## src/gpif_pkg.sv

```systemverilog
/*
 * Shared definitions for the slave FIFO bus master
 * Endpoint addresses, FIFO depths, settle count and FSM states
 */
package gpif_pkg;

   ////////////////////////////////
   // Endpoint addresses, FPGA view
   ////////////////////////////////
   localparam logic [1:0] ADDR_DATA_TX = 2'd0;  // Host data into FPGA
   localparam logic [1:0] ADDR_DATA_RX = 2'd1;  // FPGA data to host
   localparam logic [1:0] ADDR_CTRL_TX = 2'd2;  // Host control into FPGA
   localparam logic [1:0] ADDR_CTRL_RX = 2'd3;  // Responses to host

   // Local FIFO sizes in 32-bit words
   localparam int DATA_FIFO_DEPTH = 512;        // Room for a full data packet
   localparam int CTRL_FIFO_DEPTH = 32;         // Control packets stay small

   // Free words kept back for the read pipeline still in flight
   localparam int NEARLY_FULL_MARGIN = 8;

   // Ready cycles needed at one address before deciding
   localparam int SETTLE_CYCLES = 8;

   ////////////////////////////////
   // Bus master FSM
   ////////////////////////////////
   typedef enum logic [2:0] {
      ST_IDLE,    // Load next address
      ST_WAIT,    // Let the flags settle
      ST_THINK,   // Pick read, write or neither
      ST_READ,    // Burst from controller
      ST_WRITE    // Burst to controller
   } gpif_state_t;

endpackage

```

## src/gpif_stream_if.sv

```systemverilog
/*
 * One 32-bit packet stream with valid/ready handshake
 */
interface gpif_stream_if;

   logic [31:0] tdata;   // Payload word
   logic        tlast;   // Final word of a packet
   logic        tvalid;  // Source has a word
   logic        tready;  // Sink takes the word

   // Driving side
   modport src (output tdata, output tlast, output tvalid, input tready);

   // Receiving side
   modport snk (input tdata, input tlast, input tvalid, output tready);

endinterface

```

## src/gpif_stream_fifo.sv

```systemverilog
/*
 * Synchronous packet FIFO, data word plus last bit
 * Registered has-space and nearly-full flags
 */
module gpif_stream_fifo
   import gpif_pkg::*;
#(
   parameter int DEPTH = 32                  // Words, power of two
) (
   input  logic          gpif_clk,
   input  logic          gpif_rst,
   gpif_stream_if.snk    i_in,               // Write side
   gpif_stream_if.src    i_out,              // Read side
   output logic          o_has_space,        // At least one word free
   output logic          o_nearly_full       // Fewer than margin words free
);

   logic [32:0]                  mem [DEPTH]; // {last, data}
   logic [$clog2(DEPTH)-1:0]     wr_ptr;
   logic [$clog2(DEPTH)-1:0]     rd_ptr;
   logic [$clog2(DEPTH+1)-1:0]   count;
   logic [$clog2(DEPTH+1)-1:0]   count_nxt;
   logic                         push;
   logic                         pop;

   assign i_in.tready  = (count != $bits(count)'(DEPTH));  // Not full
   assign i_out.tvalid = (count != '0);
   assign {i_out.tlast, i_out.tdata} = mem[rd_ptr];        // Head of queue

   assign push = i_in.tvalid && i_in.tready;
   assign pop  = i_out.tvalid && i_out.tready;

   // Occupancy after this edge
   assign count_nxt = count + $bits(count)'(push) - $bits(count)'(pop);

   ////////////////////////////////
   // Storage
   ////////////////////////////////
   always_ff @(posedge gpif_clk) begin
      if (push) begin
         mem[wr_ptr] <= {i_in.tlast, i_in.tdata};
      end
   end

   ////////////////////////////////
   // Pointers, count and flags
   ////////////////////////////////
   always_ff @(posedge gpif_clk) begin
      if (gpif_rst) begin
         wr_ptr        <= '0;
         rd_ptr        <= '0;
         count         <= '0;
         o_has_space   <= 1'b1;
         o_nearly_full <= 1'b0;
      end else begin
         if (push) wr_ptr <= wr_ptr + 1'b1;   // Wraps at DEPTH
         if (pop)  rd_ptr <= rd_ptr + 1'b1;
         count <= count_nxt;
         // Flags follow the new count so they line up with it
         o_has_space   <= (count_nxt < $bits(count)'(DEPTH));
         o_nearly_full <= (count_nxt > $bits(count)'(DEPTH - NEARLY_FULL_MARGIN));
      end
   end

endmodule

```

## src/flat_wrapper.sv

```systemverilog
// flat-port wrapper written by rule: the top's interface ports become plain ports
module gpif_stream_fifo_flat import gpif_pkg::*;
#(
   parameter int DEPTH = 32                                        
)
  (gpif_clk, gpif_rst, o_has_space, o_nearly_full, i_in_tdata, i_in_tlast, i_in_tvalid, i_in_tready, i_out_tdata, i_out_tlast, i_out_tvalid, i_out_tready);
  gpif_stream_if i_in_i ();
  gpif_stream_if i_out_i ();
  input  logic gpif_clk;
  input  logic gpif_rst;
  output logic o_has_space;
  output logic o_nearly_full;
  input wire logic [$bits(i_in_i.tdata)-1:0] i_in_tdata;
  input wire logic [$bits(i_in_i.tlast)-1:0] i_in_tlast;
  input wire logic [$bits(i_in_i.tvalid)-1:0] i_in_tvalid;
  output wire logic [$bits(i_in_i.tready)-1:0] i_in_tready;
  output wire logic [$bits(i_out_i.tdata)-1:0] i_out_tdata;
  output wire logic [$bits(i_out_i.tlast)-1:0] i_out_tlast;
  output wire logic [$bits(i_out_i.tvalid)-1:0] i_out_tvalid;
  input wire logic [$bits(i_out_i.tready)-1:0] i_out_tready;
  assign i_in_i.tdata = i_in_tdata;
  assign i_in_i.tlast = i_in_tlast;
  assign i_in_i.tvalid = i_in_tvalid;
  assign i_in_tready = i_in_i.tready;
  assign i_out_tdata = i_out_i.tdata;
  assign i_out_tlast = i_out_i.tlast;
  assign i_out_tvalid = i_out_i.tvalid;
  assign i_out_i.tready = i_out_tready;
  gpif_stream_fifo #(.DEPTH(DEPTH)) u_core (.gpif_clk(gpif_clk), .gpif_rst(gpif_rst), .i_in(i_in_i), .i_out(i_out_i), .o_has_space(o_has_space), .o_nearly_full(o_nearly_full));
endmodule
```

## config.mk

```make
export PLATFORM = sky130hd
export DESIGN_NAME = gpif_stream_fifo_flat
export DESIGN_NICKNAME = d
export VERILOG_FILES = /design/src/gpif_pkg.sv /design/src/gpif_stream_if.sv /design/src/gpif_stream_fifo.sv /design/src/flat_wrapper.sv
export SDC_FILE = /design/constraint.sdc
export NUM_CORES = 1
export LEC_CHECK = 0
export BUFFER_PORTS_ARGS = -buffer_cell sky130_fd_sc_hd__buf_4
export CAP_MARGIN = 15
export CORE_MARGIN = 2
export CORE_UTILIZATION = 50
export DETAILED_ROUTE_END_ITERATION = 7
export GPL_TIMING_DRIVEN = 0
export HOLD_SLACK_MARGIN = 0.02
export PLACE_DENSITY = 0.66
export SYNTH_ARGS = -nofsm -noshare
export SYNTH_HDL_FRONTEND = slang
export SYNTH_SLANG_ARGS = --single-unit
```

## constraint.sdc

```tcl
create_clock -name gpif_clk -period 10.1 [get_ports gpif_clk]
set_input_delay 2.525 -clock gpif_clk [delete_from_list [all_inputs] [get_ports gpif_clk]]
set_output_delay 2.525 -clock gpif_clk [all_outputs]
set_load 0.02 [all_outputs]
```

==> flow_metrics.py <==
metrics = {
    "timing": {
        "worst_slew_pin_slew_ns": 1.16,
        "max_freq_mhz": 150,
        "hold_slack_ns": 0.517,
        "setup_viol": 0,
        "finalSetupTns_ns": 0,
        "slew_viol_final": 0,
        "finalClockSkew_ns": 0.0240,
        "worst_slack_ns": 3.42,
        "fin_crit_sh": 0.661,
        "rsz0062_at_grt": "no",
        "slew_headroom": 0.225,
        "hold_viol": 0,
        "finalCriticalPeriod_ns": 6.68,
    },
    "clock_network": {
        "clockBufferDepth": 3,
        "cts_root_buf": "clkbuf_16",
        "cts_made_buffers": 106,
        "clk_pin_slew_ns": 0.06,
        "cts_tree": "built",
        "cts_hold_buf": 0,
        "insertion_delay_ns": 0.67,
        "post_cts_buffers": 0,
        "cts_resized": 0,
        "h-tree-depth": 3,
        "cts.sinks": 1079,
    },
    "power": {
        "power_leakage_uw": 0.0148,
        "irDropWorstVdd_mv": 0.159,
        "power-per-cell-area_nw_per_um2": 214,
    },
    "floorplanning": {
        "core_area_um2": 82200,
        "start_util": 0.506,
        "io-pin-count": 74,
        "die_h_um": 293,
        "core.rowCount": 105,
        "die-area_um2": 85600,
        "die_x_um": 293,
    },
    "setup_path": {
        "end_kind": "primary output",
        "worstPathArrival_ns": 4.15,
        "required_ns": 7.58,
        "crit_fanout": 10,
        "worstSetupStartpointType": "flop",
        "r2r_start": "u_core.count[2]",
        "critical_path_class": "flop to primary output",
    },
    "finish": {
        "drive_gt1_frac": 0.250,
        "final_nets": 2373,
        "synthToLayoutAreaGrowth_pct": 14.8,
        "stdcell_count": 3474,
        "multi_input_comb_area_um2": 9090,
        "final.fill_count": 5974,
        "seq_area_um2": 32200,
    },
    "yosys": {
        "synth_edf_count": 1056,
        "ys_top_cells_by_area": "edfxtp_1 76%, mux4_2 7.1%, mux2_2 4.5%, a22o_1 1.4%, a211oi_1 1.2%",
        "syn_nets": 2160,
        "synthDistinctLibCells": 46,
        "ys_ff_latch": 1079,
        "synth_cells": 2108,
        "synth-main-ff-cell": "edfxtp_1",
        "yosys.area.top_type_share": 0.762,
        "synth_area_um2": 41600,
        "async_flop_share": 0,
        "yosys_warnings": 0,
        "synth_top_area_cell": "edfxtp_1",
        "syn_avg_cell_area_um2": 19.7,
        "ys_seq_area_frac": 0.773,
    },
    "global_route": {
        "antenna_found_initial": 0,
        "grt_pass1_vias": 22001,
        "gr-total-overflow": 0,
        "grt_usage": 0.243,
        "grt_max_degree": 33,
        "grt_pass1_wl_um": 149000,
    },
    "placement": {
        "gp_congestion": 0.825,
        "dpl.cell_count": 3283,
        "dp_hpwl_um": 67000,
        "io_buffers": 72,
        "place_ws_ns": 4.14,
    },
    "flow_run": {
        "maxCapViolations": 0,
    },
    "detailed_routing": {
        "ant_nets": 0,
        "dr.pass1.iters": 7,
        "wl_um": 104000,
        "vias": 21566,
        "drc_errors": 0,
        "vias_per_cell": 6.21,
        "drt-initial-drc-count": 2318,
        "routedWlPerCell_um": 29.8,
    },
    "min_path": {
        "min_path_type": "flop to flop",
        "hp-start": "u_core.rd_ptr[1]",
    },
    "status": {
        "status": "complete, no violations",
    },
}
synthesized netlist by cell type, types with 3 or more instances:
master,count
and2_1,3
edfxtp_1,1056
nand3_1,5
a211oi_1,67
buf_1,16
mux2_1,33
dfxtp_1,23
clkbuf_1,83
xnor2_1,3
ha_1,14
mux4_2,132
nor2b_1,69
buf_2,12
a21oi_1,5
buf_6,9
mux2_2,165
nor3_1,66
nor2_1,50
inv_1,14
nand2b_1,4
o21ai_0,36
a22o_1,66
or4_1,34
o21ai_1,32
nand2_1,11
o22ai_1,66
xor2_1,7
registers in the layout, indices dropped and copies added, names as in the netlist, named ones only:
signal and count:
u_core.count 6, u_core.mem 1056, u_core.o_has_space 1, u_core.o_nearly_full 1, u_core.rd_ptr 5, u_core.wr_ptr 5
layout make-up:
class	instances	share of cell area
sequential	1079	0.674
buffer	121	0.0113
tap	1070	0.0280
antenna	1	0.0000524
clock inverter	58	0.0112
inverter	14	0.00110
multi-input combinational	894	0.190
timing repair buffer	105	0.0257
clock buffer	132	0.0587
layer usage:
metal | global-route usage | share of wire | up-vias
met5 | 0 | 0 | -
met4 | 0.0767 | 0.025 | 0
met3 | 0.0433 | 0.080 | 161
met2 | 0.392 | 0.49 | 1020
met1 | 0.339 | 0.41 | 11302
li1 | - | - | 9083
per-stage QoR:
stage               cell area [µm²]  power (µW)  utilization
detailed placement            44400        6490        0.540
finish                        47800       10200        0.581
global placement              43500        6440        0.529
floorplan                     41600        5940            -
global route                  47800       10500        0.581
CTS                           47800       10300        0.581
kinds of logic (layout without fill, tap and decap cells):
logic type | Yosys count | in the layout | synth area share
buf+inv | 135 | 430 | 0.0143
xor+xnor | 10 | 10 | 0.00210
other cells | 0 | 1 | 0
mux | 331 | 331 | 0.125
compound gates | 277 | 277 | 0.0457
fa+ha+maj | 15 | 15 | 0.00469
flops | 1079 | 1079 | 0.773
simple gates | 261 | 261 | 0.0351
worst max-delay path, stage by stage, from the launching register on:
cell and delay [ns]:
dfxtp_1 0.42, buf_2 0.36, buf_2 0.40, clkbuf_1 0.68, clkbuf_1 0.58, a211oi_1 0.15
nor3_1 0.45, or4_1 0.25, buf_4 0.16
placed cells by master, fill, tap and decap left out, drive strengths merged, types with 3 or more instances in the layout:
master / instances
a21oi: 5
buf: 143
xnor2: 3
mux4: 132
bufinv: 9
clkinv: 40
nor2b: 69
o22ai: 66
xor2: 7
a22o: 66
dfxtp: 23
or4: 34
ha: 14
nand2b: 4
inv: 18
or2: 3
edfxtp: 1056
a211oi: 67
nor2: 50
clkbuf: 215
nor3: 66
and2: 3
o21ai: 68
nand3: 5
mux2: 198
nand2: 11
clkinvlp: 5
worst paths after layout:
check	endpoint	slack [ns]	cells past startpoint
min reg2reg	u_core.rd_ptr[1]	0.52	2
max	i_out_tdata[19]	3.42	8
min	u_core.rd_ptr[1]	0.52	2
max reg2reg	u_core.mem[8][11]	6.78	8
where the power goes:
group          internal [µW]  total (µW)  leakage [µW]  switching [µW]
Clock                   2190        3830       0.00162            1640
Sequential              5000        5030       0.00970            27.9
Combinational            547        1360       0.00344             815
Total                   7740       10200        0.0148            2480
(Power assumes the default switching activity.)
