==> src/gpif_pkg.sv <==
/*
 * Shared definitions for the slave FIFO bus master
 * Endpoint addresses, FIFO depths, settle count and FSM states
 */
package gpif_pkg;

   ////////////////////////////////
   // Endpoint addresses, FPGA view
   ////////////////////////////////
   localparam logic [1:0] ADDR_DATA_TX = 2'd0;  // Host data into FPGA
   localparam logic [1:0] ADDR_DATA_RX = 2'd1;  // FPGA data to host
   localparam logic [1:0] ADDR_CTRL_TX = 2'd2;  // Host control into FPGA
   localparam logic [1:0] ADDR_CTRL_RX = 2'd3;  // Responses to host

   // Local FIFO sizes in 32-bit words
   localparam int DATA_FIFO_DEPTH = 512;        // Room for a full data packet
   localparam int CTRL_FIFO_DEPTH = 32;         // Control packets stay small

   // Free words kept back for the read pipeline still in flight
   localparam int NEARLY_FULL_MARGIN = 8;

   // Ready cycles needed at one address before deciding
   localparam int SETTLE_CYCLES = 8;

   ////////////////////////////////
   // Bus master FSM
   ////////////////////////////////
   typedef enum logic [2:0] {
      ST_IDLE,    // Load next address
      ST_WAIT,    // Let the flags settle
      ST_THINK,   // Pick read, write or neither
      ST_READ,    // Burst from controller
      ST_WRITE    // Burst to controller
   } gpif_state_t;

endpackage

==> src/gpif_addr_arbiter.sv <==
/*
 * Next endpoint address by readiness and fairness
 * Per-address readiness, read/write go and nearly-full flags
 */
module gpif_addr_arbiter
   import gpif_pkg::*;
(
   input  logic       gpif_clk,
   input  logic       gpif_rst,
   input  logic [1:0] i_fifoadr,              // Address under test
   input  logic [1:0] i_last_addr,            // Address served last
   input  logic       i_ctrl_rx_valid,        // Response words waiting
   input  logic       i_data_rx_valid,        // Data words waiting
   input  logic       i_ctrl_tx_space,
   input  logic       i_data_tx_space,
   input  logic       i_ctrl_tx_nearly_full,
   input  logic       i_data_tx_nearly_full,
   output logic [1:0] o_next_addr,
   output logic       o_local_ready,
   output logic       o_read_go,
   output logic       o_write_go,
   output logic       o_nearly_full
);

   logic       at_data_tx, at_data_rx, at_ctrl_tx, at_ctrl_rx;
   logic [1:0] pick;

   assign at_data_tx = (i_fifoadr == ADDR_DATA_TX);
   assign at_data_rx = (i_fifoadr == ADDR_DATA_RX);
   assign at_ctrl_tx = (i_fifoadr == ADDR_CTRL_TX);
   assign at_ctrl_rx = (i_fifoadr == ADDR_CTRL_RX);

   // Fixed priority, skipping whoever went last
   always_comb begin
      if (i_ctrl_rx_valid && i_last_addr != ADDR_CTRL_RX)      pick = ADDR_CTRL_RX;
      else if (i_ctrl_tx_space && i_last_addr != ADDR_CTRL_TX) pick = ADDR_CTRL_TX;
      else if (i_data_rx_valid && i_last_addr != ADDR_DATA_RX) pick = ADDR_DATA_RX;
      else if (i_data_tx_space && i_last_addr != ADDR_DATA_TX) pick = ADDR_DATA_TX;
      else                                                     pick = i_fifoadr + 2'd1;
   end

   // Local side can take part at this address
   assign o_local_ready = (i_ctrl_rx_valid && at_ctrl_rx) || (i_ctrl_tx_space && at_ctrl_tx) ||
                          (i_data_rx_valid && at_data_rx) || (i_data_tx_space && at_data_tx);

   always_ff @(posedge gpif_clk) begin
      if (gpif_rst) begin
         o_next_addr   <= ADDR_DATA_TX;
         o_read_go     <= 1'b0;
         o_write_go    <= 1'b0;
         o_nearly_full <= 1'b0;
      end else begin
         o_next_addr   <= pick;
         o_read_go     <= (i_ctrl_tx_space && at_ctrl_tx) || (i_data_tx_space && at_data_tx);
         o_write_go    <= (i_ctrl_rx_valid && at_ctrl_rx) || (i_data_rx_valid && at_data_rx);
         o_nearly_full <= (i_ctrl_tx_nearly_full && at_ctrl_tx) ||
                          (i_data_tx_nearly_full && at_data_tx);  // Stops a read burst
      end
   end

endmodule

==> config.mk <==
export PLATFORM = sky130hd
export DESIGN_NAME = gpif_addr_arbiter
export DESIGN_NICKNAME = d
export VERILOG_FILES = /design/src/gpif_pkg.sv /design/src/gpif_addr_arbiter.sv
export SDC_FILE = /design/constraint.sdc
export NUM_CORES = 1
export LEC_CHECK = 0
export ABC_AREA = 1
export BUFFER_PORTS_ARGS = -buffer_cell sky130_fd_sc_hd__buf_2
export CAP_MARGIN = 20
export CORE_AREA = 4 4 41 43
export CTS_CLUSTER_SIZE = 30
export DETAILED_ROUTE_END_ITERATION = 12
export DIE_AREA = 0 0 45 47
export HOLD_SLACK_MARGIN = 0.1
export PLACE_DENSITY = 0.47
export SYNTH_ARGS = -nofsm -noshare
export SYNTH_HDL_FRONTEND = slang
export SYNTH_SLANG_ARGS = --single-unit
==> constraint.sdc <==
create_clock -name gpif_clk -period 1.9 [get_ports gpif_clk]
set_input_delay 0.285 -clock gpif_clk [delete_from_list [all_inputs] [get_ports gpif_clk]]
set_output_delay 0.285 -clock gpif_clk [all_outputs]
set_load 0.03 [all_outputs]
==> flow_summary.json, run 1 <==
{
  "status": "finished clean",
  "syn_area_um2": 279,
  "dpl.cell_count": 67,
  "clkSinkCount": 5,
  "die_area_um2": 2120,
  "n_antenna_cell": 0,
  "synth_edf_count": 0,
  "startpoint_type": "primary input",
  "p_int_mw": 0.218,
  "synth_fp_nets": 51,
  "grt_max_degree": 6,
  "synth_mux_area_share_pct": 0,
  "drv_cap": 0,
  "synth_area_leaders": "dfxtp_1 36%, ha_1 18%, nand2_1 9.4%",
  "synth_seq_area_share_pct": 35.9,
  "instances_no_fill": 71,
  "pwr-share-comb_pct": 23.4,
  "placement.io_buffers": 17,
  "synth_compound_area_share_pct": 22.9,
  "power_density_nw_per_um2": 742,
  "hold_start": "gpif_rst",
  "antenna_found_initial": 0,
  "drive_above_1_share_pct": 44.6,
  "synth_most_common_cell": "nand2_1",
  "synth_cell_types": 12,
  "postCtsSetupBuffers": 0,
  "clk_pin_slew_ns": 0.04,
  "switching_share_pct": 28.3,
  "fillCellCount": 163,
  "yosys.area.top_type": "dfxtp_1",
  "path_class": "in2out",
  "critical-path-slowest-cell": "ha_1",
  "synth_commonest_cells": "7 x nand2_1, 5 x dfxtp_1, 5 x inv_1",
  "yosysWarningCount": 0,
  "postCtsHoldBufs": 0,
  "synthFlopType": "dfxtp_1",
  "wirelength_um": 603,
  "cts.path.max_buffers": 2,
  "first_global_vias": 274,
  "p_sw_mw": 0.0860,
  "worstHoldPathType": "in2reg",
  "async_flop_share_pct": 0,
  "final_util_pct": 31.4,
  "postSynthCellCount": 35,
  "overflow": 0,
  "drv_slew": 0,
  "ir_worst_vdd_v": 0.000169,
  "rows": 13,
  "min_period_ns": 1.43,
  "initial_core_util_pct": 21.4,
  "finalSetupViolations": 0,
  "cts_inserted_buffers": 3,
  "cp_cell_sequence": "buf_2 -> inv_1 -> ha_1 -> a22o_1 -> inv_1 -> nand2_1 -> buf_2",
  "htree_levels": 1,
  "drtPass1Iterations": 2,
  "timing.hold.ws_ns": 0.263,
  "fin_setup_tns_ns": 0,
  "timing.final.hold_violations": 0,
  "seqPwrFrac_pct": 37.2,
  "ys_seq_elements": 5,
  "cp_max_fo": 3,
  "drc": 0,
  "wl_per_cell_um": 8.49,
  "rsz0062_at_grt": "false",
  "cts_tree": "built",
  "layout.nets": 73,
  "yosys.area_share.adder_pct": 17.9,
  "dr_total_vias": 278,
  "max_freq_mhz": 701,
  "period_share_pct": 75.1,
  "max_stage_delay_ns": 0.21,
  "cts_resized": 0,
  "syn_area_per_cell_um2": 7.97,
  "slew-limit-headroom_pct": 89.6,
  "power_frac_clock_pct": 39.3,
  "critPathTopFamily": "buffers and inverters",
  "vias_per_cell": 3.92,
  "drt_iter0_markers": 1,
  "synth-simple-area-share_pct": 13.9,
  "synth_xor_xnor_area_share_pct": 0,
  "holdPathStages": 2,
  "cp_num_buf_inv": 4,
  "cp.arrival_ns": 1.14,
  "synth_top_area_share_pct": 35.9,
  "fp.dieW_um": 45,
  "io_pins": 18,
  "crit_path_end_kind": "output pin",
  "synth_top_family_by_area": "compound AO/OA/AOI/OAI gates",
  "core-area_um2": 1300,
  "place.gp.congestion": 0.692,
  "worstMarginPinSlew_ns": 0.155,
  "grt_pass1_wl_um": 1020,
  "cts_root_buf": "clkbuf_4",
  "leakage_nw": 0.235,
  "track_usage_pct": 7.27,
  "die_h_um": 47,
  "area_growth_pct": 46.6,
  "ant_nets": 0,
  "holdPathEnd": "o_next_addr[0]$_SDFF_PP0_",
  "required_ns": 1.62
}
-- flip-flops by register name (all words and copies together) (netlist names) --
signal and cells:
o_next_addr 2, o_nearly_full 1, o_read_go 1, o_write_go 1
-- through the flow --
stage | total power [mW] | area [µm²] | setup WS [ns]
finish | 0.304 | 409 | 0.473
global route | 0.328 | 409 | 0.420
CTS | 0.311 | 409 | 0.465
detailed placement | 0.187 | 383 | 0.465
global placement | 0.187 | 383 | 0.477
floorplan | 0.158 | 279 | 0.654
-- cell type report --
class,instances,area (µm²),share of cell area (%)
multi-input combinational,23,153,37.3
tap,15,18.8,4.59
timing repair buffer,17,85.1,20.8
clock buffer,4,26.3,6.42
sequential,5,100,24.5
inverter,7,26.3,6.42
-- power groups by stage --
| stage | Combinational (mW) | Sequential [mW] | Clock [mW] |
|---|---|---|---|
| after floorplan | 0.0294 | 0.129 | 0 |
| after global placement | 0.0726 | 0.115 | 0 |
| after detailed placement | 0.0726 | 0.115 | 0 |
| after CTS | 0.0727 | 0.113 | 0.125 |
| after global routing | 0.0796 | 0.113 | 0.135 |
| final | 0.0712 | 0.113 | 0.119 |
-- logic make-up after synthesis --
| family | after synthesis |
|---|---|
| AO/OA/AOI/OAI | 9 |
| adder cells (fa/ha/maj) | 4 |
| buffers and inverters | 7 |
| flip-flops | 5 |
| AND/OR/NAND/NOR | 10 |
-- layer usage --
metal,up-vias,GRT usage [%],routed length (µm)
met5,-,0,0
met4,0,10.5,19
met3,2,1.53,66
met2,14,11.0,271
met1,108,7.05,246
li1,154,-,-
-- layout by cell type, fill, tap and decap left out, drive strengths merged --
| master | count |
|---|---|
| a21oi | 3 |
| a22o | 2 |
| buf | 17 |
| clkbuf | 4 |
| dfxtp | 5 |
| ha | 4 |
| inv | 7 |
| nand2 | 7 |
| nand3 | 1 |
| nor2 | 2 |
| o21ai | 4 |
-- how the worst max path moves through the flow --
| stage | startpoint | to | slack (ns) | depth (start not counted) |
|---|---|---|---|---|
| 4_1_cts | i_fifoadr[0] | o_local_ready | 0.47 | 7 |
| 3_3_place_gp | i_fifoadr[0] | o_local_ready | 0.48 | 7 |
| 3_5_place_dp | i_fifoadr[0] | o_local_ready | 0.46 | 7 |
| 2_1_floorplan | i_fifoadr[0] | o_local_ready | 0.65 | 5 |
| 6_report | i_fifoadr[0] | o_local_ready | 0.47 | 7 |
| 5_1_grt | i_fifoadr[0] | o_local_ready | 0.42 | 7 |
No activity file was read; power rests on OpenSTA's default activity.
==> inputs of run 2 (changes only) <==
--- a/config.mk
+++ b/config.mk
@@ -5,7 +5,7 @@
 export SDC_FILE = /design/constraint.sdc
 export NUM_CORES = 1
 export LEC_CHECK = 0
-export ABC_AREA = 1
+export ABC_AREA = 0
 export BUFFER_PORTS_ARGS = -buffer_cell sky130_fd_sc_hd__buf_2
 export CAP_MARGIN = 20
 export CORE_AREA = 4 4 41 43
@@ -13,7 +13,7 @@
 export DETAILED_ROUTE_END_ITERATION = 12
 export DIE_AREA = 0 0 45 47
 export HOLD_SLACK_MARGIN = 0.1
-export PLACE_DENSITY = 0.47
+export PLACE_DENSITY = 0.48
 export SYNTH_ARGS = -nofsm -noshare
 export SYNTH_HDL_FRONTEND = slang
 export SYNTH_SLANG_ARGS = --single-unit
==> constraint.sdc (replaced) <==
create_clock -name gpif_clk -period 1.4 [get_ports gpif_clk]
set_input_delay 0.21 -clock gpif_clk [delete_from_list [all_inputs] [get_ports gpif_clk]]
set_output_delay 0.21 -clock gpif_clk [all_outputs]
set_load 0.03 [all_outputs]
==> run 2 against run 1 <==
Effect of this change: sequential power increased by 36%; utilization up 0.67 points; non-clock buffer count stayed put; worst setup slack worse by 0.34 ns; sequential share of layout area shrank 0.51 points.
==> flow_summary.json, run 2 <==
{
  "power_frac_clock_pct": 38.5,
  "cp.arrival_ns": 1.06,
  "cts_root_buf": "clkbuf_4",
  "rsz0062_at_grt": "false",
  "worstHoldPathType": "in2reg",
  "async_flop_share_pct": 0,
  "clk_pin_slew_ns": 0.04,
  "wl_per_cell_um": 9.21,
  "drive_above_1_share_pct": 35.7,
  "multi_input_area_um2": 176,
  "drtPass1Iterations": 3,
  "largest_reg_flops": 2,
  "grt_max_degree": 7,
  "timing.final.ws_setup_ns": 0.134,
  "layout_common_cells": "17 x buf_2, 5 x nor2_1, 5 x dfxtp_1, 4 x nand2_1, 4 x ha_1",
  "yosys.area.top_type": "dfxtp_1",
  "fp.dieW_um": 45,
  "core-area_um2": 1300,
  "path_class": "in2out",
  "placement.io_buffers": 17,
  "fillCellCount": 160,
  "dpl.cell_count": 67,
  "overflow": 0,
  "instances_no_fill": 71,
  "synth_edf_count": 0,
  "cp_cell_sequence": "buf_2 -> inv_1 -> ha_1 -> a22oi_1 -> nand2_1 -> buf_2",
  "drv_slew": 0,
  "min_period_ns": 1.27,
  "worstMarginPinSlew_ns": 0.219,
  "postCtsHoldBufs": 0,
  "cp_max_fo": 5,
  "clkSinkCount": 5,
  "rows": 13,
  "cts_resized": 0,
  "status": "finished clean",
  "period_share_pct": 90.4,
  "layout_commonest_cell": "buf_2",
  "power_density_nw_per_um2": 988,
  "synth_area_leaders": "dfxtp_1 35%, ha_1 17%, a22oi_1 7.8%",
  "die_h_um": 47,
  "startpoint_type": "primary input",
  "pwr-share-comb_pct": 24.2,
  "timing.hold.ws_ns": 0.211,
  "synth_seq_area_share_pct": 34.8,
  "io_pins": 18,
  "timing.final.hold_violations": 0,
  "crit_path_end_kind": "output pin",
  "syn_area_um2": 288,
  "cts.path.max_buffers": 2,
  "wirelength_um": 654,
  "dr_total_vias": 305,
  "cts_tree": "built",
  "power_mw": 0.413,
  "synthFlopType": "dfxtp_1",
  "fin_setup_tns_ns": 0,
  "layout.nets": 73,
  "postSynthCellCount": 35,
  "postCtsSetupBuffers": 0,
  "ir_worst_vdd_v": 0.000300,
  "seq_area_um2": 100,
  "syn_area_per_cell_um2": 8.22,
  "ys_seq_elements": 5,
  "first_global_vias": 251,
  "drv_cap": 0,
  "cts_inserted_buffers": 3,
  "synth_fp_nets": 51,
  "track_usage_pct": 6.56,
  "synth_commonest_cells": "5 x dfxtp_1, 5 x nor2_1, 4 x ha_1, 4 x nand2_1",
  "final_area_um2": 418,
  "synth_cell_types": 14,
  "n_antenna_cell": 0,
  "drt_iter0_markers": 6,
  "finalSetupViolations": 0,
  "leakage_nw": 0.230,
  "crit_path_frequent_cell": "buf_2",
  "place.gp.congestion": 0.677,
  "p_sw_mw": 0.116,
  "vias_per_cell": 4.30,
  "largest-register": "o_next_addr",
  "synth_top_area_share_pct": 34.8,
  "die_area_um2": 2120,
  "area_growth_pct": 45.2,
  "hpwl_um": 553,
  "pre_cts_ws_ns": 0.114,
  "ant_nets": 0,
  "switching_share_pct": 28.0,
  "dpl_cell_area_um2": 392,
  "max_stage_delay_ns": 0.21,
  "max_freq_mhz": 790,
  "seqPwrFrac_pct": 37.3,
  "yosysWarningCount": 0,
  "htree_levels": 1,
  "final_util_pct": 32.1,
  "slew-limit-headroom_pct": 85.4,
  "antenna_found_initial": 0,
  "drc": 0,
  "p_int_mw": 0.297,
  "critical-path-slowest-cell": "a22oi_1",
  "required_ns": 1.19,
  "initial_core_util_pct": 22.1,
  "grt_pass1_wl_um": 993
}
run 2: per-layer routing:
layer	track usage (%)	share of wire (%)	vias to the layer above
met5	0	0	-
met4	5.26	0	0
met3	1.53	6.7	0
met2	9.89	46	11
met1	7.97	47	128
li1	-	-	166
run 2: cell type report:
type,instances,area share [%]
sequential,5,24.0
inverter,3,2.69
clock buffer,4,6.29
tap,15,4.49
multi-input combinational,27,42.2
timing repair buffer,17,20.4
run 2: worst max-delay path: cells and delay by family:
kind,cells,cell delay [ns]
buffers and inverters,3,0.36
adders and majority gates,1,0.20
AOI/OAI and AO/OA,1,0.21
and+or+nand+nor,1,0.07
run 2: path summary, 6_finish.rpt:
check / startpoint / endpoint / slack (ns) / cells after the start
setup / recovery: i_fifoadr[0] / o_local_ready / 0.13 / 6
hold / removal: gpif_rst / o_next_addr[0]$_SDFF_PP0_ / 0.21 / 2
run 2: cell families (layout without fill, tap and decap cells):
family | Yosys count | count (layout) | share of synthesized area [%]
AO/OA/AOI/OAI | 10 | 10 | 22.6
adder cells (fa/ha/maj) | 4 | 4 | 17.4
buffers and inverters | 3 | 24 | 3.91
flip-flops | 5 | 5 | 34.8
multiplexers | 1 | 1 | 3.48
AND/OR/NAND/NOR | 12 | 12 | 17.8
run 2: power by group through the flow:
stage / combinational [mW] / sequential, mW / clock (mW)
5_1_grt: 0.111 / 0.154 / 0.179
3_3_place_gp: 0.101 / 0.157 / 0
3_5_place_dp: 0.101 / 0.157 / 0
2_1_floorplan: 0.0368 / 0.177 / 0
4_1_cts: 0.101 / 0.154 / 0.166
6_report: 0.100 / 0.154 / 0.159
==> inputs of run 3 (changes only) <==
--- a/config.mk
+++ b/config.mk
@@ -14,6 +14,7 @@
 export DIE_AREA = 0 0 45 47
 export HOLD_SLACK_MARGIN = 0.1
 export PLACE_DENSITY = 0.48
+export RECOVER_POWER = 50
 export SYNTH_ARGS = -nofsm -noshare
 export SYNTH_HDL_FRONTEND = slang
 export SYNTH_SLANG_ARGS = --single-unit
==> run 3 against run 2 <==
Effect of this change: power shrank 0.10%; via count grew 0.98%; die area is the same; sequential share of layout area grew 0.072 points; worst setup slack is essentially flat; non-clock buffer count is the same.
==> flow_summary.json, run 3 (synthesized netlist as in run 2, its figures left out) <==
{
  "fp.dieW_um": 45,
  "met2_length_um": 306,
  "timing.final.hold_violations": 0,
  "worstHoldPathType": "in2reg",
  "power_mw": 0.413,
  "cts_tree": "built",
  "critPathLaunch": "i_fifoadr[0]",
  "layout.nets": 73,
  "postCtsHoldBufs": 0,
  "area_growth_pct": 44.8,
  "overflow": 0,
  "clkSinkCount": 5,
  "cp.arrival_ns": 1.06,
  "die_area_um2": 2120,
  "dr_total_vias": 308,
  "hpwl_um": 553,
  "path_class": "in2out",
  "final_area_um2": 417,
  "vias_per_cell": 4.34,
  "slew-limit-headroom_pct": 85.4,
  "drv_slew": 0,
  "dpl_cell_area_um2": 392,
  "min_period_ns": 1.27,
  "htree_levels": 1,
  "layout_commonest_cell": "buf_2",
  "largest-register": "o_next_addr",
  "core-area_um2": 1300,
  "track_usage_pct": 6.56,
  "antenna_found_initial": 0,
  "n_antenna_cell": 0,
  "rsz0062_at_grt": "false",
  "crit_path_end_kind": "output pin",
  "wl_per_cell_um": 9.24,
  "critPathTopFamily": "buffers and inverters",
  "drt_iter0_markers": 6,
  "required_ns": 1.19,
  "wirelength_um": 656,
  "period_share_pct": 90.4,
  "die_h_um": 47,
  "drtPass1Iterations": 4,
  "ir_worst_vdd_v": 0.000300,
  "grt_pass1_wl_um": 993,
  "drv_cap": 0,
  "drc": 0,
  "place.gp.congestion": 0.677,
  "cts_resized": 0,
  "top_layer_used": "met3",
  "max_freq_mhz": 790,
  "cts_root_buf": "clkbuf_4",
  "initial_core_util_pct": 22.1,
  "cp.depth": 6,
  "io_pins": 18,
  "placement.io_buffers": 17,
  "largest_reg_flops": 2,
  "leakage_nw": 0.227,
  "fin_setup_tns_ns": 0,
  "cp-endpoint": "o_local_ready",
  "cts_inserted_buffers": 3,
  "startpoint_type": "primary input",
  "worstMarginPinSlew_ns": 0.219,
  "first_global_vias": 251,
  "cp_num_buf_inv": 3,
  "max_stage_delay_ns": 0.21,
  "cts.path.max_buffers": 2,
  "finalSetupViolations": 0,
  "layout_common_cells": "16 x buf_2, 5 x nor2_1, 5 x dfxtp_1, 4 x nand2_1, 4 x ha_1",
  "cp_max_fo": 5,
  "clk_pin_slew_ns": 0.04,
  "wl_met1_um": 311,
  "crit_path_frequent_cell": "buf_2",
  "status": "finished clean",
  "drive_above_1_share_pct": 33.9,
  "power_density_nw_per_um2": 990,
  "wl_met3_um": 38,
  "ant_nets": 0,
  "postCtsSetupBuffers": 0,
  "rows": 13,
  "cp_cell_sequence": "buf_2 -> inv_1 -> ha_1 -> a22oi_1 -> nand2_1 -> buf_2",
  "critical-path-slowest-cell": "a22oi_1",
  "grt_max_degree": 7
}
run 3: power breakdown:
part	total [mW]	switching [mW]	internal (mW)	leakage, nW
registers	0.154	0.00169	0.152	0.0414
clock network	0.159	0.0517	0.107	0.0150
logic	0.0996	0.0624	0.0371	0.171
run 3: per-stage QoR:
stage	instances	utilization (%)	setup slack (ns)	hold WS [ns]
final	71	32.0	0.134	0.211
after detailed placement	67	30.1	0.114	0.453
after CTS	71	32.1	0.119	0.206
after floorplan	35	-	0.331	0.279
after global routing	71	32.0	0.0134	0.217
after global placement	67	30.1	0.117	0.450
run 3: per-layer routing:
| metal | global-route usage (%) | vias up |
|---|---|---|
| met2 | 9.89 | 11 |
| li1 | - | 166 |
| met4 | 5.26 | 0 |
| met3 | 1.53 | 0 |
| met1 | 7.97 | 131 |
| met5 | 0 | - |
run 3: area by class of cell:
class | count | area, µm²
clock buffer | 4 | 26.3
fill | 161 | 885
inverter | 3 | 11.3
multi-input combinational | 27 | 176
sequential | 5 | 100
tap | 15 | 18.8
timing repair buffer | 17 | 83.8
run 3: worst min path at each step:
stage / start / end / slack [ns] / cells after the start
after floorplan: gpif_rst / o_next_addr[0]$_SDFF_PP0_ / 0.28 / 1
after global placement: gpif_rst / o_next_addr[0]$_SDFF_PP0_ / 0.45 / 2
after detailed placement: i_data_tx_nearly_full / o_nearly_full$_SDFF_PP0_ / 0.45 / 3
after CTS: gpif_rst / o_read_go$_SDFF_PP0_ / 0.21 / 2
after global routing: gpif_rst / o_next_addr[0]$_SDFF_PP0_ / 0.22 / 2
final: gpif_rst / o_next_addr[0]$_SDFF_PP0_ / 0.21 / 2
