## config.mk

```make
export PLATFORM = sky130hd
export DESIGN_NAME = gpif_bus_master_flat
export DESIGN_NICKNAME = d
export VERILOG_FILES = /design/src/gpif_pkg.sv /design/src/gpif_stream_if.sv /design/src/gpif_bus_master.sv /design/src/flat_wrapper.sv
export SDC_FILE = /design/constraint.sdc
export NUM_CORES = 1
export LEC_CHECK = 0
export BUFFER_PORTS_ARGS = -buffer_cell sky130_fd_sc_hd__buf_2
export CORE_MARGIN = 2
export CORE_UTILIZATION = 49
export CTS_CLUSTER_SIZE = 25
export DETAILED_ROUTE_END_ITERATION = 8
export GPL_TIMING_DRIVEN = 0
export HOLD_SLACK_MARGIN = 0.03
export PLACE_DENSITY = 0.82
export SYNTH_ARGS = -nofsm -noshare
export SYNTH_HDL_FRONTEND = slang
export SYNTH_SLANG_ARGS = --single-unit
```

## constraint.sdc

```tcl
create_clock -name gpif_clk -period 3.8 [get_ports gpif_clk]
set_clock_uncertainty 0.1 [all_clocks]
set_input_delay 0.19 -clock gpif_clk [delete_from_list [all_inputs] [get_ports gpif_clk]]
set_output_delay 0.19 -clock gpif_clk [all_outputs]
set_load 0.1 [all_outputs]
```

## src/gpif_pkg.sv

```systemverilog
/*
 * Shared definitions for the slave FIFO bus master
 * Endpoint addresses, FIFO depths, settle count and FSM states
 */
package gpif_pkg;

   ////////////////////////////////
   // Endpoint addresses, FPGA view
   ////////////////////////////////
   localparam logic [1:0] ADDR_DATA_TX = 2'd0;  // Host data into FPGA
   localparam logic [1:0] ADDR_DATA_RX = 2'd1;  // FPGA data to host
   localparam logic [1:0] ADDR_CTRL_TX = 2'd2;  // Host control into FPGA
   localparam logic [1:0] ADDR_CTRL_RX = 2'd3;  // Responses to host

   // Local FIFO sizes in 32-bit words
   localparam int DATA_FIFO_DEPTH = 512;        // Room for a full data packet
   localparam int CTRL_FIFO_DEPTH = 32;         // Control packets stay small

   // Free words kept back for the read pipeline still in flight
   localparam int NEARLY_FULL_MARGIN = 8;

   // Ready cycles needed at one address before deciding
   localparam int SETTLE_CYCLES = 8;

   ////////////////////////////////
   // Bus master FSM
   ////////////////////////////////
   typedef enum logic [2:0] {
      ST_IDLE,    // Load next address
      ST_WAIT,    // Let the flags settle
      ST_THINK,   // Pick read, write or neither
      ST_READ,    // Burst from controller
      ST_WRITE    // Burst to controller
   } gpif_state_t;

endpackage

```

## src/gpif_stream_if.sv

```systemverilog
/*
 * One 32-bit packet stream with valid/ready handshake
 */
interface gpif_stream_if;

   logic [31:0] tdata;   // Payload word
   logic        tlast;   // Final word of a packet
   logic        tvalid;  // Source has a word
   logic        tready;  // Sink takes the word

   // Driving side
   modport src (output tdata, output tlast, output tvalid, input tready);

   // Receiving side
   modport snk (input tdata, input tlast, input tvalid, output tready);

endinterface

```

## src/gpif_bus_master.sv

```systemverilog
/*
 * Slave FIFO bus master FSM
 * Bus strobes, read-valid delay line, write data register
 */
module gpif_bus_master
   import gpif_pkg::*;
(
   input  logic        gpif_clk,
   input  logic        gpif_rst,
   input  logic        i_enb,            // Clock enable for the FSM
   input  logic        i_ep_ready,       // Synchronized flag bit 0
   input  logic        i_ep_wmark,       // Synchronized flag bit 1
   input  logic [1:0]  i_next_addr,
   input  logic        i_local_ready,
   input  logic        i_read_go,
   input  logic        i_write_go,
   input  logic        i_nearly_full,
   gpif_stream_if.snk  egress,           // Selected rx word
   output logic        o_rd_valid,       // Registered bus word is good
   output logic        o_rd_last,
   output logic        o_sloe,
   output logic        o_slrd,
   output logic        o_slwr,
   output logic        o_pktend,
   output logic [1:0]  o_fifoadr,
   output logic [1:0]  o_last_addr,
   output logic [31:0] o_data_out
);

   gpif_state_t                      state;
   logic [$clog2(SETTLE_CYCLES)-1:0] settle_cnt;
   logic [2:0]                       slrd_d;     // slrd delayed 1, 2, 3 cycles
   logic                             rd_one;     // Read pipeline has produced a word
   logic                             wr_one;     // First write already allowed
   logic                             rd_pipe;    // Word arriving from the bus
   logic                             wr_valid;
   logic                             wr_xfer;
   logic                             wr_eof;

   ////////////////////////////////
   // Read pipeline
   ////////////////////////////////
   always_ff @(posedge gpif_clk) begin
      if (gpif_rst) begin
         slrd_d <= 3'b111;
      end else begin
         slrd_d <= {slrd_d[1:0], o_slrd};
      end
   end

   assign rd_pipe    = ~slrd_d[2];                    // Controller latency plus input reg
   assign o_rd_valid = (state == ST_READ) && rd_pipe;
   assign o_rd_last  = slrd_d[1];                     // slrd rose a cycle earlier

   // First write goes out before the watermark is trusted
   assign wr_valid     = i_ep_wmark || !wr_one;
   assign egress.tready = (state == ST_WRITE) && wr_valid;
   assign wr_xfer      = egress.tvalid && egress.tready;
   assign wr_eof       = wr_xfer && egress.tlast;

   ////////////////////////////////
   // Bus FSM
   ////////////////////////////////
   always_ff @(posedge gpif_clk) begin
      if (gpif_rst) begin
         state       <= ST_IDLE;
         o_sloe      <= 1'b0;
         o_slrd      <= 1'b1;
         o_slwr      <= 1'b1;
         o_pktend    <= 1'b1;
         o_fifoadr   <= ADDR_DATA_TX;
         o_last_addr <= ADDR_DATA_TX;
         settle_cnt  <= '0;
         rd_one      <= 1'b0;
         wr_one      <= 1'b0;
      end else if (i_enb) begin
         case (state)
            ST_IDLE: begin
               o_sloe     <= 1'b0;             // Release the bus
               o_slrd     <= 1'b1;
               o_slwr     <= 1'b1;
               o_pktend   <= 1'b1;
               o_fifoadr  <= i_next_addr;
               settle_cnt <= '0;
               state      <= ST_WAIT;
            end

            // Need an unbroken run of ready cycles, else try the next address
            ST_WAIT: begin
               if (i_local_ready) begin
                  settle_cnt <= settle_cnt + 1'b1;
                  if (settle_cnt == $bits(settle_cnt)'(SETTLE_CYCLES - 1)) begin
                     state <= ST_THINK;
                  end
               end else begin
                  settle_cnt <= '0;
                  o_fifoadr  <= o_fifoadr + 2'd1;
               end
            end

            ST_THINK: begin
               if (i_ep_ready && i_read_go) begin
                  state  <= ST_READ;
                  o_slrd <= 1'b0;              // Start the read burst
                  rd_one <= 1'b0;
               end else if (i_ep_ready && i_write_go) begin
                  state  <= ST_WRITE;
                  o_sloe <= 1'b1;              // FPGA takes the bus
                  wr_one <= 1'b0;
               end else begin
                  state <= ST_IDLE;
               end
               settle_cnt  <= '0;
               o_last_addr <= o_fifoadr;       // Fairness memory
            end

            ST_READ: begin
               if (rd_one && !rd_pipe) state <= ST_IDLE;        // Pipeline drained
               if (!i_ep_wmark || i_nearly_full) o_slrd <= 1'b1;
               if (rd_pipe) rd_one <= 1'b1;
            end

            ST_WRITE: begin
               if (!wr_xfer || wr_eof) state <= ST_IDLE;        // Empty or packet done
               o_slwr   <= ~wr_xfer;
               o_pktend <= ~wr_eof;
               if (wr_valid) wr_one <= 1'b1;
            end

            default: state <= ST_IDLE;
         endcase
      end
   end

   // Word for the bus, captured as it leaves the egress FIFO
   always_ff @(posedge gpif_clk) begin
      if (i_enb && state == ST_WRITE) begin
         o_data_out <= egress.tdata;
      end
   end

endmodule

```

## src/flat_wrapper.sv

```systemverilog
// flat-port wrapper written by rule: the top's interface ports become plain ports
module gpif_bus_master_flat import gpif_pkg::*;
  (gpif_clk, gpif_rst, i_enb, i_ep_ready, i_ep_wmark, i_next_addr, i_local_ready, i_read_go, i_write_go, i_nearly_full, o_rd_valid, o_rd_last, o_sloe, o_slrd, o_slwr, o_pktend, o_fifoadr, o_last_addr, o_data_out, egress_tdata, egress_tlast, egress_tvalid, egress_tready);
  gpif_stream_if egress_i ();
  input  logic gpif_clk;
  input  logic gpif_rst;
  input  logic i_enb;
  input  logic i_ep_ready;
  input  logic i_ep_wmark;
  input  logic [1:0] i_next_addr;
  input  logic i_local_ready;
  input  logic i_read_go;
  input  logic i_write_go;
  input  logic i_nearly_full;
  output logic o_rd_valid;
  output logic o_rd_last;
  output logic o_sloe;
  output logic o_slrd;
  output logic o_slwr;
  output logic o_pktend;
  output logic [1:0] o_fifoadr;
  output logic [1:0] o_last_addr;
  output logic [31:0] o_data_out;
  input wire logic [$bits(egress_i.tdata)-1:0] egress_tdata;
  input wire logic [$bits(egress_i.tlast)-1:0] egress_tlast;
  input wire logic [$bits(egress_i.tvalid)-1:0] egress_tvalid;
  output wire logic [$bits(egress_i.tready)-1:0] egress_tready;
  assign egress_i.tdata = egress_tdata;
  assign egress_i.tlast = egress_tlast;
  assign egress_i.tvalid = egress_tvalid;
  assign egress_tready = egress_i.tready;
  gpif_bus_master u_core (.gpif_clk(gpif_clk), .gpif_rst(gpif_rst), .i_enb(i_enb), .i_ep_ready(i_ep_ready), .i_ep_wmark(i_ep_wmark), .i_next_addr(i_next_addr), .i_local_ready(i_local_ready), .i_read_go(i_read_go), .i_write_go(i_write_go), .i_nearly_full(i_nearly_full), .egress(egress_i), .o_rd_valid(o_rd_valid), .o_rd_last(o_rd_last), .o_sloe(o_sloe), .o_slrd(o_slrd), .o_slwr(o_slwr), .o_pktend(o_pktend), .o_fifoadr(o_fifoadr), .o_last_addr(o_last_addr), .o_data_out(o_data_out));
endmodule
```

==> results of run 1 <==
[through the flow]
step	cells	worst slack, ns
after detailed placement	270	1.18
after global placement	270	1.21
after CTS	309	1.17
after floorplan	136	1.31
after global routing	309	0.967
final	309	1.17
[sequential cells by signal, indices dropped and copies added, names as in the netlist]
signal              count
u_core.settle_cnt       3
u_core.state            3
u_core.slrd_d           3
u_core.o_slrd           1
u_core.o_pktend         1
u_core.o_data_out      32
u_core.o_last_addr      2
u_core.wr_one           1
u_core.o_fifoadr        2
u_core.o_slwr           1
u_core.rd_one           1
u_core.o_sloe           1
[critical path, stage by stage (launching register included)]
cell and delay, ns:
dfxtp_1 0.34, buf_2 0.19, nor3b_1 0.50, and2_1 1.11
[power groups by stage]
stage	Sequential, mW	Clock, mW	Combinational (mW)
2_1_floorplan	0.636	0	0.0372
3_3_place_gp	0.610	0	0.0971
3_5_place_dp	0.610	0	0.100
4_1_cts	0.597	0.366	0.127
5_1_grt	0.598	0.391	0.139
6_report	0.597	0.366	0.129
[final cells by class]
class / instances / area share [%]
Inverter: 3 / 0.396
Clock inverter: 2 / 1.32
Buffer: 6 / 1.19
Tap cell: 48 / 2.11
Timing Repair Buffer: 118 / 26.4
Clock buffer: 5 / 2.42
Sequential cell: 51 / 47.2
Multi-Input combinational cell: 76 / 18.9
[kinds of logic after synthesis]
family / share of synthesized area (%)
compound gates: 11.7
fa+ha+maj: 1.30
buf+inv: 2.34
flops: 69.7
mux: 2.08
simple gates: 12.8
[per-layer routing]
layer	up-vias	track usage, %	wire length (um)
met4	0	4.59	34
met1	740	26.2	1950
met5	-	0	0
met2	91	44.1	2590
li1	756	-	-
met3	3	4.73	480
[cell usage in the layout (no fill, tap or decap), types with 2 or more instances in the layout]
master / n
inv_1: 2
dfxtp_1: 19
o21ai_1: 4
o21ai_0: 2
buf_2: 89
clkbuf_8: 5
mux2i_1: 4
a22oi_1: 2
edfxtp_1: 32
nor2_1: 11
or2_2: 3
a21oi_1: 6
a211o_1: 4
dlygate4sd3_1: 32
clkbuf_1: 2
nand3_1: 2
a311oi_1: 4
ha_1: 2
nor3b_1: 2
nand2b_1: 4
and3_1: 2
nand2_1: 3
[worst min-delay path by stage]
stage / startpoint / end / slack, ns
2_1_floorplan: egress_tdata[0] / u_core.o_data_out[0] / 0.19
3_3_place_gp: egress_tdata[15] / u_core.o_data_out[15] / 0.27
3_5_place_dp: egress_tdata[0] / u_core.o_data_out[0] / 0.27
4_1_cts: i_next_addr[0] / u_core.o_fifoadr[0] / 0.05
5_1_grt: i_next_addr[0] / u_core.o_fifoadr[0] / 0.06
6_report: i_next_addr[0] / u_core.o_fifoadr[0] / 0.05
==> summary.txt, run 1 <==
Status
  – Status: completed

Place
  – Placed cell area: 2410 um2
  – Final HPWL DP: 3.18 mm
  – Number of port buffers: 86
  – Gpl congestion: 0.851

Die
  – Core ar.: 3720 um2
  – Width of the die: 66.6 um
  – Die area: 4440 um2
  – Initial core utilization: 51.8%
  – Rows: 22
  – Ports: 88
  – Die Y: 66.6 um

Logic synthesis
  – Netlist cell types: 43
  – Cells after Synth: 136
  – Post-synth net total: 183
  – Synth cell count leaders: edfxtp_1, dfxtp_1, nor2_1
  – Post-synth EDFFs: 32
  – Top FF cell, synth: edfxtp_1
  – Synthesis Warnings: 0
  – #FFs+latches synth: 51
  – Avg Cell Area, Syn: 14.1 um2
  – Top post-synthesis cells by area: edfxtp_1, dfxtp_1, nor2_1
  – Area leader, netlist: edfxtp_1
  – Mapped Area: 1920 um2
  – Top-count cell post-synth: edfxtp_1
  – Ys async rst share: 0%
  – Share of the synthesized area in the top cell type: 50.0%
  – Sequential element share of the synthesized area: 69.7%

Timing
  – Fin crit share: 69.2%
  – Slew margin rel.: 11.3%
  – Final-report hold violation count: 0
  – Fmax: 380 MHz
  – Clock period minus final worst setup slack: 2.63 ns
  – Tightest Pin Transition: 1.33 ns
  – Setup TNS: 0 ns
  – RSZ-0062 raised after global routing: no
  – Final setup fails: 0
  – Slew Limit Fails: 0
  – Final hold slack: 0.0516 ns

Routing
  – Mean routed wirelength per cell: 16.3 um
  – Drt total wl: 5.05 mm
  – Via density: 5.15
  – Number of remaining DRC errors: 0
  – Vias: 1,590
  – Number of DRC markers in iteration 0: 92
  – Antenna-violating nets left: 0
  – First-pass iteration count of the detailed router: 4

Clock network
  – Clock-pin slew on the worst setup and hold paths: 0.09 ns
  – Max H-tree Level: 2
  – # hold bufs at CTS: 32
  – Clk buf depth: 2
  – Post-CTS setup buffer count: 0
  – CTS Sinks: 51
  – TritonCTS clock tree: done
  – Worst skew pair latency: 0.29 ns
  – CTS Buf Count: 5
  – Root buf cell: clkbuf_8
  – PostCTS Resize Cnt: 0

Layout
  – Fill cell count: 248
  – Final Util: 76.4%
  – Antenna diode count: 0
  – Area taken by flip-flops and latches: 1340 um2
  – Share of layout cells above drive strength 1: 41.0%
  – Multi-input gate area in the final layout: 537 um2
  – Non-Filler Cell Area, Final: 2840 um2
  – # nets final: 308
  – Area Overhead vs Synth: 47.7%

Global routing
  – Pin count of the biggest net entering global routing: 33
  – Number of global-route vias before repair: 1,576
  – First-pass GRT wire length: 7.45 mm
  – Initial antenna violation count: 0
  – Total grt overflow: 0
  – Total GRT Usage: 23.0%

Pwr
  – Net Sw Frac: 22.9%
  – Power, Total: 1.09 mW
  – Combinational power share: 11.8%
  – Sequential share of power: 54.7%
  – PwrDens: 385 nW/um2
  – Clock share of power: 33.5%
  – Leakage power: 1.17 nW
  – Worst VDD drop: 0.000309 V
  – Cell Int Power: 0.842 mW
  – NetSw: 0.251 mW

Worst setup path
  – Critical path origin: u_core.state[1]
  – Worst endpoint data arrival time: 2.44 ns
  – WP data required: 3.61 ns
  – Setup crit start kind: register
  – Reg-to-reg slack, setup: 1.17 ns
  – Worst r2r src: u_core.state[1]
  – Critical Path End Type: register
  – Worst reg2reg endpoint: u_core.o_data_out[16]
  – Crit Path Category: reg2reg
  – CP endpoint: u_core.o_data_out[16]
  – FF-to-FF path depth: 3
  – Crit path max fanout: 32

Job
  – MaxCap Viol Count: 0

Hold path
  – Hold depth: 3
  – Worst min path class: in2reg
(Power assumes the default switching activity.)
==> inputs of run 2 (changes only) <==
--- a/config.mk
+++ b/config.mk
@@ -7,12 +7,12 @@
 export LEC_CHECK = 0
 export BUFFER_PORTS_ARGS = -buffer_cell sky130_fd_sc_hd__buf_2
 export CORE_MARGIN = 2
-export CORE_UTILIZATION = 49
+export CORE_UTILIZATION = 41
 export CTS_CLUSTER_SIZE = 25
 export DETAILED_ROUTE_END_ITERATION = 8
 export GPL_TIMING_DRIVEN = 0
 export HOLD_SLACK_MARGIN = 0.03
-export PLACE_DENSITY = 0.82
+export PLACE_DENSITY = 0.73
 export SYNTH_ARGS = -nofsm -noshare
 export SYNTH_HDL_FRONTEND = slang
 export SYNTH_SLANG_ARGS = --single-unit
==> constraint.sdc (replaced) <==
create_clock -name gpif_clk -period 2.4 [get_ports gpif_clk]
set_clock_uncertainty 0.1 [all_clocks]
set_input_delay 0.12 -clock gpif_clk [delete_from_list [all_inputs] [get_ports gpif_clk]]
set_output_delay 0.12 -clock gpif_clk [all_outputs]
set_load 0.1 [all_outputs]
==> run 2 against run 1 <==
Against the previous run: via count fell by 0.19%; critical path depth did not move; total power rose by 60%; global-route usage fell by 4.1 points; die area rose by 18%; critical endpoint is now u_core.o_data_out[6].
==> summary.txt, run 2 (synthesis gave the netlist of run 1 again) <==
Timing
  – Fin crit share: 90.5% (+21 points)
  – Slew Limit Fails: 0 (unchanged)
  – Final-report hold violation count: 0 (unchanged)
  – Final hold slack: 0.0926 ns (+0.0410 ns)
  – Tightest Pin Transition: 0.688 ns (-0.643 ns)
  – Clock period minus final worst setup slack: 2.17 ns (-0.456 ns)
  – Final setup fails: 0 (unchanged)
  – Fmax: 460 MHz (+21%)
  – RSZ-0062 raised after global routing: no
  – Slew margin rel.: 54.2% (+43 points)

Place
  – Placed Instances: 274 (+1.5%)
  – Gpl congestion: 0.791 (-7.0%)
  – Number of port buffers: 86 (unchanged)
  – Final HPWL DP: 3.03 mm (-4.5%)

Worst setup path
  – Crit Path Category: reg2reg
  – FF-to-FF path depth: 3 (unchanged)
  – WP data required: 2.23 ns (-1.38 ns)
  – Critical Path End Type: register
  – Worst reg2reg endpoint: u_core.o_data_out[6]
  – Crit path max fanout: 32 (unchanged)
  – Reg-to-reg slack, setup: 0.23 ns (-0.94 ns)
  – Worst r2r src: u_core.state[1]
  – Worst endpoint data arrival time: 2.01 ns (-0.43 ns)
  – Setup crit start kind: register

Die
  – Die Y: 72.5 um (+8.8%)
  – Initial core utilization: 43.3% (-8.5 points)
  – Die area: 5250 um2 (+18%)
  – Core ar.: 4440 um2 (+20%)
  – Width of the die: 72.5 um (+8.8%)
  – Ports: 88 (unchanged)
  – Rows: 24 (+9.1%)

Routing
  – Number of remaining DRC errors: 0 (unchanged)
  – Via density: 5.01 (-2.7%)
  – Vias: 1,587 (-0.19%)
  – Drt total wl: 4.82 mm (-4.7%)
  – Antenna-violating nets left: 0 (unchanged)
  – Number of DRC markers in iteration 0: 120 (+30%)
  – Mean routed wirelength per cell: 15.2 um (-7.1%)
  – First-pass iteration count of the detailed router: 4 (unchanged)

Layout
  – Top reg by flops: u_core.o_data_out
  – # nets final: 311 (+0.97%)
  – Leading cell type in the layout, fill and taps excluded: buf_2
  – Antenna diode count: 0 (unchanged)
  – Final Util: 65.0% (-11 points)
  – Area Overhead vs Synth: 50.2%
  – Max FFs per register: 32 (unchanged)
  – Multi-input gate area in the final layout: 544 um2 (+1.4%)
  – Area taken by flip-flops and latches: 1340 um2 (unchanged)
  – Fill cell count: 335 (+35%)
  – Most frequent cells in the layout: buf_2, dlygate4sd3_1, edfxtp_1, dfxtp_1, nor2_1
  – Share of layout cells above drive strength 1: 41.1% (+0.14 points)
  – Finished Layout Cells: 317 (+2.6%)

Hold path
  – Hold Startpoint: i_next_addr[1]
  – Worst min path class: in2reg
  – Hold depth: 4 (+1)
  – Worst Hold End: u_core.o_fifoadr[1]

Pwr
  – Clock share of power: 33.9% (+0.4 points)
  – Net Sw Frac: 23.1% (+0.16 points)
  – NetSw: 0.403 mW (+61%)
  – Leakage power: 1.21 nW (+2.9%)
  – Combinational power share: 11.9% (about the same)
  – PwrDens: 604 nW/um2 (+57%)
  – Sequential share of power: 54.2% (-0.5 points)
  – Cell Int Power: 1.34 mW (+59%)
  – Worst VDD drop: 0.000317 V (+2.5%)

Clock network
  – TritonCTS clock tree: done
  – Worst skew pair latency: 0.30 ns (about the same)
  – Clock-pin slew on the worst setup and hold paths: 0.09 ns (about the same)
  – Max H-tree Level: 2 (unchanged)
  – CTS Buf Count: 5 (unchanged)
  – CTS Sinks: 51 (unchanged)
  – Clk buf depth: 2 (unchanged)
  – Post-CTS setup buffer count: 0 (unchanged)
  – Root buf cell: clkbuf_8

Global routing
  – First-pass GRT wire length: 7.46 mm (about the same)
  – Total grt overflow: 0 (unchanged)
  – Total GRT Usage: 18.9% (-4.1 points)
  – Number of global-route vias before repair: 1,562 (-0.89%)
  – Pin count of the biggest net entering global routing: 33 (unchanged)
  – Initial antenna violation count: 0 (unchanged)

Job
  – MaxCap Viol Count: 0 (unchanged)

Status
  – Status: completed
[run 2: cell count changes in the layout (fill, tap and decap cells not counted), sizes merged]
cell	change
clkinvlp	-1
dlygate4sd3	+3
clkinv	+2
[run 2: how the worst max path moves through the flow]
stage,from,end,depth (start not counted)
CTS,u_core.state[1],u_core.o_data_out[6],3
finish,u_core.state[1],u_core.o_data_out[6],3
global route,u_core.state[1],u_core.o_data_out[6],3
detailed placement,u_core.state[1],u_core.o_data_out[9],3
floorplan,u_core.state[0],u_core.o_pktend,4
global placement,u_core.state[1],u_core.o_data_out[9],3
[run 2: through the flow]
step                total power [mW]  worst slack [ns]  area, um2  setup TNS, ns
CTS                             1.76             0.216       2890              0
global placement                1.12            -0.161       2420          -5.14
finish                          1.75             0.227       2890              0
global route                    1.81            0.0777       2890              0
floorplan                       1.07             0.176       1930              0
detailed placement              1.12            -0.194       2420          -6.16
[run 2: power groups by stage]
stage / registers (mW) / clock network, mW / logic [mW]
final: 0.946 / 0.592 / 0.207
after floorplan: 1.01 / 0 / 0.0597
after CTS: 0.946 / 0.605 / 0.204
after detailed placement: 0.966 / 0 / 0.159
after global routing: 0.948 / 0.644 / 0.223
after global placement: 0.966 / 0 / 0.157
[run 2: timing repair]
| item | in CTS | in global routing |
|---|---|---|
| endpoints found under the hold margin | 35 | 0 |
| resized for setup | 1 | 0 |
| endpoints found under the setup margin | 32 | 0 |
| hold buffers | 35 | 0 |
[run 2: layout make-up]
cell class | instances | area share, %
Clock inverter | 3 | 1.52
Tap cell | 52 | 2.25
Timing Repair Buffer | 121 | 27.0
Multi-Input combinational cell | 76 | 18.8
Sequential cell | 51 | 46.4
Clock buffer | 5 | 2.38
Buffer | 6 | 1.17
Inverter | 3 | 0.390
[run 2: routing by layer]
| metal | wire length, um | global-route usage (%) |
|---|---|---|
| met1 | 2100 | 22.5 |
| met2 | 2220 | 32.9 |
| met3 | 442 | 5.69 |
| met4 | 57 | 5.56 |
| met5 | 0 | 0 |
[run 2: worst max-delay path, cell delays in order, from the launching register on]
cell and delay, ns:
dfxtp_1 0.34, buf_2 0.19, nor3b_1 0.47, and2_2 0.70
